`config.mk`:
```
export PLATFORM = sky130hd
export DESIGN_NAME = ifu_top
export DESIGN_NICKNAME = d
export VERILOG_FILES = /design/src/hw/ifu_pkg.sv /design/src/hw/ifu_top.sv /design/src/hw/decode_stage.sv /design/src/hw/fetch_regs.sv /design/src/hw/fetch_controller.sv
export SDC_FILE = /design/constraint.sdc
export NUM_CORES = 1
export LEC_CHECK = 0
export BUFFER_PORTS_ARGS = -buffer_cell sky130_fd_sc_hd__buf_2
export CAP_MARGIN = 30
export CORE_UTILIZATION = 55
export DETAILED_ROUTE_END_ITERATION = 7
export GPL_TIMING_DRIVEN = 0
export PLACE_DENSITY = 0.79
export RECOVER_POWER = 100
export SETUP_SLACK_MARGIN = 0.2
export SYNTH_ARGS = -nofsm -noshare
export SYNTH_HDL_FRONTEND = slang
export SYNTH_SLANG_ARGS = --single-unit
```
`constraint.sdc`:
```
create_clock -name clock -period 3.36 [get_ports clock]
set_input_delay 0.504 -clock clock [delete_from_list [all_inputs] [get_ports clock]]
set_output_delay 0.504 -clock clock [all_outputs]
set_load 0.01 [all_outputs]
```
`src/hw/ifu_pkg.sv`:
```
package ifu_pkg;

  // ------------------------------------------------------------
  // widths
  // ------------------------------------------------------------

  // byte address of one instruction word
  typedef logic [31:0] addr_t;
  // raw 32-bit instruction word
  typedef logic [31:0] inst_t;
  // major opcode, bits [6:0] of the word
  typedef logic [6:0]  opcode_t;

  // ------------------------------------------------------------
  // constants
  // ------------------------------------------------------------

  // jal major opcode
  localparam opcode_t OPC_JAL  = 7'b110_1111;
  // first fetch address out of reset
  localparam addr_t   RESET_PC = 32'h0000_0000;
  // sequential fetch stride in bytes
  localparam addr_t   PC_STEP  = 32'd4;

  // ------------------------------------------------------------
  // bundles
  // ------------------------------------------------------------

  // fetch -> decode handoff, also the retire payload
  typedef struct packed {
    addr_t pc;
    inst_t inst;
  } fetch_pkt_t;

  // decode -> fetch, valid is a single-cycle pulse
  typedef struct packed {
    logic  valid;
    addr_t target;
  } redirect_t;

  // fetch controller states
  typedef enum logic [2:0] {
    idle         = 3'd0,
    wait_arready = 3'd1,
    wait_rvalid  = 3'd2,
    wait_ready   = 3'd3,
    wait_branch  = 3'd4
  } fetch_state_t;

endpackage
```
`src/hw/ifu_top.sv`:
```
`timescale 1ns/1ns

module ifu_top (
  input  logic                clock,
  input  logic                reset,
  input  logic                start_i,

  // read address channel
  output logic                arvalid_o,
  input  logic                arready_i,
  output ifu_pkg::addr_t      araddr_o,

  // read data channel
  input  logic                rvalid_i,
  output logic                rready_o,
  input  ifu_pkg::inst_t      rdata_i,

  // retire port
  output logic                retire_valid_o,
  input  logic                retire_ready_i,
  output ifu_pkg::fetch_pkt_t retire_pkt_o
);

  // fetch <-> decode handoff
  logic                valid_post;
  logic                ready_post;
  ifu_pkg::fetch_pkt_t fetch_pkt;

  // decode -> fetch
  ifu_pkg::redirect_t  redirect;

  // controller <-> regs
  logic                pc_we;
  logic                inst_we;
  logic                branch_inst;

  // ------------------------------------------------------------
  // producer, controller plus registers
  // ------------------------------------------------------------

  fetch_controller u_fetch_controller (
    .clock            (clock),
    .reset            (reset),
    .start_i          (start_i),
    .arready_i        (arready_i),
    .arvalid_o        (arvalid_o),
    .rvalid_i         (rvalid_i),
    .rready_o         (rready_o),
    .valid_post_o     (valid_post),
    .ready_post_i     (ready_post),
    .branch_inst_i    (branch_inst),
    .redirect_valid_i (redirect.valid),
    .pc_we_o          (pc_we),
    .inst_we_o        (inst_we)
  );

  fetch_regs u_fetch_regs (
    .clock         (clock),
    .reset         (reset),
    .pc_we_i       (pc_we),
    .inst_we_i     (inst_we),
    .rdata_i       (rdata_i),
    .redirect_i    (redirect),
    .araddr_o      (araddr_o),
    .fetch_pkt_o   (fetch_pkt),
    .branch_inst_o (branch_inst)
  );

  // consumer
  decode_stage u_decode_stage (
    .clock          (clock),
    .reset          (reset),
    .valid_post_i   (valid_post),
    .ready_post_o   (ready_post),
    .fetch_pkt_i    (fetch_pkt),
    .redirect_o     (redirect),
    .retire_valid_o (retire_valid_o),
    .retire_ready_i (retire_ready_i),
    .retire_pkt_o   (retire_pkt_o)
  );

endmodule

```
`src/hw/decode_stage.sv`:
```
`timescale 1ns/1ns

module decode_stage (
  input  logic                clock,
  input  logic                reset,

  // handoff from fetch
  input  logic                valid_post_i,
  output logic                ready_post_o,
  input  ifu_pkg::fetch_pkt_t fetch_pkt_i,

  // jal answer to fetch
  output ifu_pkg::redirect_t  redirect_o,

  // retire port
  output logic                retire_valid_o,
  input  logic                retire_ready_i,
  output ifu_pkg::fetch_pkt_t retire_pkt_o
);

  logic                entry_valid_q;
  ifu_pkg::fetch_pkt_t entry_pkt_q;
  logic                accept;
  ifu_pkg::opcode_t    pkt_opc;
  logic                pkt_is_jal;
  ifu_pkg::addr_t      jal_imm;
  logic                redir_valid_q;
  ifu_pkg::addr_t      redir_target_q;

  // ------------------------------------------------------------
  // one-entry retire buffer
  // ------------------------------------------------------------

  // room when empty, or when the held entry leaves this cycle
  assign ready_post_o = !entry_valid_q || retire_ready_i;
  assign accept       = valid_post_i && ready_post_o;

  // occupancy
  always_ff @(posedge clock) begin
    if (reset) begin
      entry_valid_q <= 1'b0;
    end else if (accept) begin
      entry_valid_q <= 1'b1;
    end else if (retire_ready_i) begin
      entry_valid_q <= 1'b0;
    end
  end

  // payload, no reset
  always_ff @(posedge clock) begin
    if (accept) begin
      entry_pkt_q <= fetch_pkt_i;
    end
  end

  assign retire_valid_o = entry_valid_q;
  assign retire_pkt_o   = entry_pkt_q;

  // ------------------------------------------------------------
  // jal target
  // ------------------------------------------------------------

  assign pkt_opc    = fetch_pkt_i.inst[6:0];
  assign pkt_is_jal = (pkt_opc == ifu_pkg::OPC_JAL);

  // j-type immediate, imm[20|10:1|11|19:12], bit 0 always zero
  assign jal_imm = {{11{fetch_pkt_i.inst[31]}},
                    fetch_pkt_i.inst[31],
                    fetch_pkt_i.inst[19:12],
                    fetch_pkt_i.inst[20],
                    fetch_pkt_i.inst[30:21],
                    1'b0};

  // pulse one cycle after the jal handoff
  always_ff @(posedge clock) begin
    if (reset) begin
      redir_valid_q <= 1'b0;
    end else begin
      redir_valid_q <= accept && pkt_is_jal;
    end
  end

  // target only sampled on a jal accept
  always_ff @(posedge clock) begin
    if (accept && pkt_is_jal) begin
      redir_target_q <= fetch_pkt_i.pc + jal_imm;
    end
  end

  assign redirect_o.valid  = redir_valid_q;
  assign redirect_o.target = redir_target_q;

  // ------------------------------------------------------------
  // checks
  // ------------------------------------------------------------

  // stalled retire keeps its entry untouched
  a_retire_hold: assert property (@(posedge clock) disable iff (reset)
    retire_valid_o && !retire_ready_i |=> retire_valid_o && $stable(retire_pkt_o));

endmodule

```
`src/hw/fetch_regs.sv`:
```
`timescale 1ns/1ns

module fetch_regs (
  input  logic                clock,
  input  logic                reset,

  // strobes from the controller
  input  logic                pc_we_i,
  input  logic                inst_we_i,

  // read data from memory
  input  ifu_pkg::inst_t      rdata_i,

  // jal target from decode
  input  ifu_pkg::redirect_t  redirect_i,

  output ifu_pkg::addr_t      araddr_o,
  output ifu_pkg::fetch_pkt_t fetch_pkt_o,
  output logic                branch_inst_o
);

  ifu_pkg::addr_t   pc_q;
  ifu_pkg::inst_t   inst_q;
  ifu_pkg::opcode_t held_opc;

  // ------------------------------------------------------------
  // pc register
  // ------------------------------------------------------------

  // redirect wins, else step past a non-jal at handoff
  // a jal leaves pc alone until its target arrives
  always_ff @(posedge clock) begin
    if (reset) begin
      pc_q <= ifu_pkg::RESET_PC;
    end else if (redirect_i.valid) begin
      pc_q <= redirect_i.target;
    end else if (pc_we_i && !branch_inst_o) begin
      pc_q <= pc_q + ifu_pkg::PC_STEP;
    end
  end

  // ------------------------------------------------------------
  // instruction register
  // ------------------------------------------------------------

  // loaded on the r beat only
  always_ff @(posedge clock) begin
    if (inst_we_i) begin
      inst_q <= rdata_i;
    end
  end

  // jal predetect, spares the controller any decoding
  assign held_opc      = inst_q[6:0];
  assign branch_inst_o = (held_opc == ifu_pkg::OPC_JAL);

  // pc drives the bus and tags the handed-off word
  assign araddr_o         = pc_q;
  assign fetch_pkt_o.pc   = pc_q;
  assign fetch_pkt_o.inst = inst_q;

  // ------------------------------------------------------------
  // checks
  // ------------------------------------------------------------

  // redirect lands while the controller waits in wait_branch,
  // never on a handoff cycle
  a_we_redir_excl: assert property (@(posedge clock) disable iff (reset)
    !(pc_we_i && redirect_i.valid));

endmodule

```
`src/hw/fetch_controller.sv`:
```
`timescale 1ns/1ns

module fetch_controller (
  input  logic clock,
  input  logic reset,
  input  logic start_i,

  // read address channel
  input  logic arready_i,
  output logic arvalid_o,

  // read data channel
  input  logic rvalid_i,
  output logic rready_o,

  // handoff to decode
  output logic valid_post_o,
  input  logic ready_post_i,

  // held word is a jal, from fetch_regs
  input  logic branch_inst_i,
  // target pulse back from decode
  input  logic redirect_valid_i,

  // write strobes into fetch_regs
  output logic pc_we_o,
  output logic inst_we_o
);

  ifu_pkg::fetch_state_t state_q;
  ifu_pkg::fetch_state_t state_d;

  // ------------------------------------------------------------
  // outputs, decoded straight from the state
  // ------------------------------------------------------------

  assign arvalid_o    = (state_q == ifu_pkg::wait_arready);
  assign rready_o     = (state_q == ifu_pkg::wait_rvalid);
  assign valid_post_o = (state_q == ifu_pkg::wait_ready);

  // capture on the r beat, advance pc on the handoff beat
  assign inst_we_o    = rvalid_i && rready_o;
  assign pc_we_o      = valid_post_o && ready_post_i;

  // ------------------------------------------------------------
  // state register
  // ------------------------------------------------------------

  always_ff @(posedge clock) begin
    if (reset) begin
      state_q <= ifu_pkg::idle;
    end else begin
      state_q <= state_d;
    end
  end

  // next state
  always_comb begin
    state_d = state_q;
    case (state_q)
      ifu_pkg::idle: begin
        if (start_i) state_d = ifu_pkg::wait_arready;
      end
      ifu_pkg::wait_arready: begin
        // address accepted, one read now in flight
        if (arready_i) state_d = ifu_pkg::wait_rvalid;
      end
      ifu_pkg::wait_rvalid: begin
        if (rvalid_i) state_d = ifu_pkg::wait_ready;
      end
      ifu_pkg::wait_ready: begin
        // jal parks until decode returns the target
        if (ready_post_i) begin
          state_d = branch_inst_i ? ifu_pkg::wait_branch : ifu_pkg::wait_arready;
        end
      end
      ifu_pkg::wait_branch: begin
        if (redirect_valid_i) state_d = ifu_pkg::wait_arready;
      end
      default: state_d = ifu_pkg::idle;
    endcase
  end

  // ------------------------------------------------------------
  // checks
  // ------------------------------------------------------------

  // never an address request while a read is still open
  a_ar_r_excl: assert property (@(posedge clock) disable iff (reset)
    !(arvalid_o && rready_o));

  // request held until accepted
  a_ar_hold: assert property (@(posedge clock) disable iff (reset)
    arvalid_o && !arready_i |=> arvalid_o);

endmodule

```
**Word level (Yosys, flattened, before mapping)**

Index checks and enable logic that the tools add are counted.

- Register bits after elaboration: 165
- Latch bits: 0
- Memory bits (writable): 0
- ROM bits: 0
- Bits of input ports: 38
- Word-level logic and storage cells: 42
- Memories kept: 0

- Add/sub/neg operators: 2
- $mul: 0
- Divide/modulo/power cells: 0
- Order comparisons: 0
- Equality and inequality tests: 10
- Shift-type cells: 0
- Mux-type cells: 11
- Bitwise operators: 0
- Reductions and logical operators: 11

Operators by type and width:

| operator | count |
|---|---|
| 32-bit 2-to-1 mux | 2 |
| 32-bit by 3-bit adder with 32-bit output (second input constant) | 1 |
| 32-bit adder | 1 |
| 3-bit 2-to-1 mux | 6 |
| 3-bit one-hot mux with 5 select lines | 1 |
| 7-bit equality test (second input constant) | 1 |
| 3-bit by 2-bit equality test with 1-bit output (second input constant) | 2 |
| 2-bit != test (second input constant) | 3 |
| 5-bit AND reduction | 1 |
| 1-bit logical AND | 4 |
| 2-bit by 1-bit != test with 1-bit output (second input constant) | 2 |
| 2-bit nonzero test | 2 |
| 3-bit by 1-bit equality test with 1-bit output (second input constant) | 1 |
| 3-bit equality test (second input constant) | 1 |
| 3-bit logical NOT | 1 |
| 1-bit logical NOT | 2 |
| 1-bit 2-to-1 mux | 2 |
| 1-bit logical OR | 1 |

**Longest topological paths before layout**

- Word-level depth: 6
- Gate-level depth with buffers: 10

**Hierarchy**

A second synthesis with hierarchy kept.

- Cell total of the unflattened synthesis: 693
- Area total of the unflattened synthesis: 8066.5 µm²

Modules (own cells, without submodules):

| module | times used | cells each | area an instance (µm²) | sequential area each (µm²) |
|---|---|---|---|---|
| decode_stage | 1 | 381 | 4825.9 | 2922.8 |
| fetch_regs | 1 | 283 | 2999.1 | 1601.5 |
| fetch_controller | 1 | 29 | 241.5 | 60.1 |

**Least setup slack after synthesis**

Ideal clock, no wire load.

- Path type: flip-flop to flip-flop
- Start point: register u_fetch_regs.inst_q[21]
- End point: register u_decode_stage.redir_target_q[27], data pin
- Setup time: 259 ps
- Data arrival time: 2368 ps
- Slack: 733 ps
- Stages on the path, launching flop included: 11
- Path buffers: 0
- Clock period less this slack: 2627 ps
- Cell sequence: edfxtp_1 > ha_1 > fa_1 > a21oi_1 > o22ai_2 > a2111oi_4 > o21ai_2 > o21ai_2 > o21ai_1 > a31oi_1 > xnor2_1

- Word-level cells in the longest chain between the ends: 1

Ends and longest elaborated chain:

| what | RTL line | RTL |
|---|---|---|
| start, declared | fetch_regs.sv:23 | `ifu_pkg::inst_t inst_q;` |
| start signal, assigned | fetch_regs.sv:49 | `inst_q <= rdata_i;` |
| 32-bit adder | decode_stage.sv:86 | `redir_target_q <= fetch_pkt_i.pc + jal_imm;` |
| end signal, assigned | decode_stage.sv:86 |  |
| end, declared | decode_stage.sv:28 | `ifu_pkg::addr_t redir_target_q;` |

No other way between the ends.
A chain may end at the register's enable or synchronous reset.

**Final worst setup path**

Ends and elaborated chain as after synthesis.

==> flow_results.org <==
** Drt
- Per-cell via count in the routed design :: between 5 and 6
- Vias post-DR :: between 5000 and 6000
- Before antenna repair, the detailed router went through 5 iterations.
- After detailed routing, the average wire length per cell comes to 17.04 um.
- Antenna Violating Nets Remaining :: 0
- Number of design rule violations left after detail routing :: 0
- Total wire length after detailed routing :: around 16000 um
- The detailed router finished its first iteration with 400 violations.

** STA
- Worst setup margin :: 0.2259 ns
- Fin Setup TNS :: 0 ns
- Setup violations remaining at the end of the flow were counted as 0.
- Final period utilization :: about 93%
- Measured against its own limit, the worst slew margin works out to -3.512%.
- Setup repair after global routing left no endpoint under its margin.
- Min Tclk post-route :: ~3.1 ns
- Maximum achievable frequency :: approximately 0.32 GHz
- The count of pins over their slew limit was 33.
- Final number of hold-violating endpoints :: 0
- Tightest Pin Transition :: ~1.6 ns
- Across the routed clock network, the largest skew measured is roughly 0.0093 ns.

** Clock network
- Clock-pin slew was measured on the worst setup and hold paths at 0.07 ns.
- Post-cts sizing count :: 0
- Post-CTS Setup Inserts :: 0
- Sink count of the clock tree :: 165
- H-Tree Level Count :: 4
- Clock tree from TritonCTS :: built
- The longest clock path from root to sink contains 2 buffers.
- CTS Hold Buffers Added :: 0
- Worst-skew pair later-pin latency :: between 0.4 and 0.5 ns
- CTS buffer count :: 17
- CTS Root Buffer Type :: clkbuf_16

** Synth
- In the synthesized netlist the async set-or-reset flop fraction comes to 0%.
- Synth top area cells :: edfxtp_1, dfxtp_1, ha_1
- Leading cell types by count after synthesis :: edfxtp_1, nor2_1, nand2_1, dfxtp_1, a21oi_1
- Counting flops with a built-in enable in the synthesized netlist gives between 100 and 150.
- Cell accounting for the most synthesized area :: edfxtp_1
- Synth warnings :: 0
- Counting every net in the synthesized netlist gives 664.
- The most used flip-flop cell after synthesis is edfxtp_1.
- Portion of the post-synthesis area used by sequential elements :: between 60% and 70%
- Area of the mapped netlist :: ~0.0075 mm^2
- By instance count, the leading cell after synthesis is edfxtp_1.
- Avg Inst Size Synth :: 12.63 um^2
- The cell count after synthesis came out at roughly 590.
- Counting distinct cell types in the post-synthesis netlist gives 53.
- Of the post-synthesis cell area, the dominant cell type holds approximately 51%.
- Counting flops and latches in the post-synthesis netlist gives ~170.

** Worst hold path
- The tightest min-delay check is of the in2reg type.

** Worst setup path
- Setup slack of the most critical reg-to-reg path :: approximately 0.23 ns
- WP data required :: approximately 3.5 ns
- The worst setup path is captured at a register.
- Path type of the worst setup path :: reg2reg
- The worst setup path is launched from a register.
- Crit-path max FO :: 5
- WP data arrival :: between 3 and 4 ns

** Placed design
- Detailed placement ended at an HPWL of 11030 um.
- Gpl congestion :: ~0.91
- The number of placed instances, taps included, is 906.
- Number of buffers inserted by port buffering :: between 100 and 150
- Prior to clock tree synthesis, the placed netlist has a worst setup slack of 0.3183 ns.

** GRT
- GRT Resource Usage Total :: about a quarter
- The first global-routing pass estimated around 25000 um of wire.
- The number of antenna violations at the first check in global routing was 0.
- Entering global routing, the biggest net connects 67 pins.
- Vias in the first global route :: around 5000
- For this run the aggregate overflow at the end of global routing stands at 0.

** Floorplanning
- The floorplan step defined a die boundary enclosing ~0.014 mm^2.
- Boundary pin count :: approximately 140
- In this run the horizontal extent of the chip is between 100 and 150 um.
- Starting density of the core :: between 50% and 60%
- Row generation in the floorplan step produced 42 rows.
- From bottom edge to top edge, the die measures around 120 um.
- Core Area :: ~0.013 mm^2

** Run
- Max-cap violations in this run came to 1.

** Power and ir drop
- Portion of total power attributed to combinational logic :: between 2 and 2.5%
- Power Total :: between 0.004 and 0.005 W
- The clock network burns between 40% and 50% of the power.
- The internal portion of the total power is around 0.0035 W.
- Per report_power, the sequential group accounts for approximately half of the total.
- Power spread over the standard cell area amounts to 482.6 mW/mm^2.
- Total net switching power :: about 0.00085 W
- Leakage power figure :: between 3 and 4 nW
- VDD IR max :: 0.3742 mV
- Net switching is between 10% and 20% of the power.

** Status
- The run finished, with violations left.
- The final reports fail on capacitance limit, slew limit.

** Finish
- Final non-filler cell total :: ~940
- For this run, the post-layout net count is roughly 800.
- From synthesis to final layout, the design area changed by 19.05%.
- In the final layout, the share of cells above drive strength 1 is 19.03%.
- 0 antenna diodes ended up in the layout.
==> registers in the layout (all words and copies together), names as in the netlist <==
| register | flops |
|---|---|
| u_decode_stage.redir_valid_q | 1 |
| u_decode_stage.retire_pkt_o | 64 |
| u_fetch_regs.araddr_o | 32 |
| u_fetch_controller.state_q | 3 |
| u_decode_stage.retire_valid_o | 1 |
| u_fetch_regs.inst_q | 32 |
| u_decode_stage.redir_target_q | 32 |
==> worst paths after layout <==
check	from	to	depth (start not counted)
worst max-delay path	u_fetch_regs.inst_q[21]$_DFFE_PP_	u_decode_stage.redir_target_q[27]$_DFFE_PP_	10
worst min-delay path	rdata_i[11]	u_fetch_regs.inst_q[11]$_DFFE_PP_	1
worst max register to register	u_fetch_regs.inst_q[21]$_DFFE_PP_	u_decode_stage.redir_target_q[27]$_DFFE_PP_	10
worst min register to register	u_fetch_regs.inst_q[7]$_DFFE_PP_	u_decode_stage.retire_pkt_o[7]$_DFFE_PP_	0
==> critical path, cell delays in order (launching register included) <==
cell       delay, ns
edfxtp_1        0.42
ha_1            0.24
fa_1            0.43
a21oi_1         0.23
o22ai_1         0.21
a2111oi_4       0.42
o21ai_2         0.18
o21ai_4         0.21
o21ai_0         0.18
a31oi_1         0.26
xnor2_1         0.11
==> area by class of cell <==
class	instances	area, um^2
Buffer	47	314.1
Clock buffer	21	460.4
Clock inverter	11	148.9
Fill cell	1006	4367
Inverter	10	37.54
Multi-Input combinational cell	372	2542
Sequential cell	165	4584
Tap cell	176	220.2
Timing Repair Buffer	136	620.6
==> routing by layer <==
layer / vias to the layer above / share of wire (%) / global-route usage, %
li1: 2454 / - / -
met1: 2475 / 45 / 30.60
met2: 211 / 48 / 38.49
met3: 22 / 6.1 / 6.226
met4: 0 / 1.3 / 7.674
met5: - / 0 / 0
==> power groups by stage <==
stage	Sequential, W	Clock, W	Combinational, W
after floorplan	0.00226	0	0.0000504
after global placement	0.00226	0	0.0000940
after detailed placement	0.00226	0	0.0000995
after CTS	0.00221	0.00202	0.000101
after global routing	0.00221	0.00210	0.000107
final	0.00221	0.00200	0.0000972
==> stage by stage <==
| step | instance area, um^2 | util, % | hold WS [ns] |
|---|---|---|---|
| after global placement | 8396 | 63.15 | 0.4004 |
| after detailed placement | 8424 | 63.36 | 0.4045 |
| after global routing | 8929 | 67.16 | 0.2247 |
| final | 8929 | 67.16 | 0.2477 |
| after floorplan | 7500 | - | 0.4003 |
| after CTS | 9034 | 67.95 | 0.2347 |
==> layout by cell type, fill, tap and decap left out, types with 3 or more instances in the layout <==
master and instances:
a211oi_1 13, a21o_1 18, a21oi_1 37, a31oi_1 6, and3_1 8, and4_1 4, buf_2 71, bufinv_16 3
clkbuf_1 77, clkbuf_16 17, clkbuf_4 32, dfxtp_1 37, edfxtp_1 128, ha_1 31, inv_1 9, mux2i_1 14
nand2_1 39, nand3_1 17, nand4_1 13, nor2_1 59, nor2b_1 7, nor3_1 5, o21ai_0 12, o21bai_1 3
xnor2_1 33, xor2_1 25
==> cells by family after synthesis <==
group / after synthesis / synth area share (%)
mux: 14 / 1.868
simple gates: 163 / 10.49
compound gates: 105 / 9.593
xor+xnor: 58 / 6.773
fa+ha+maj: 32 / 5.439
flops: 165 / 61.13
buf+inv: 57 / 4.705
(Power assumes the default switching activity.)
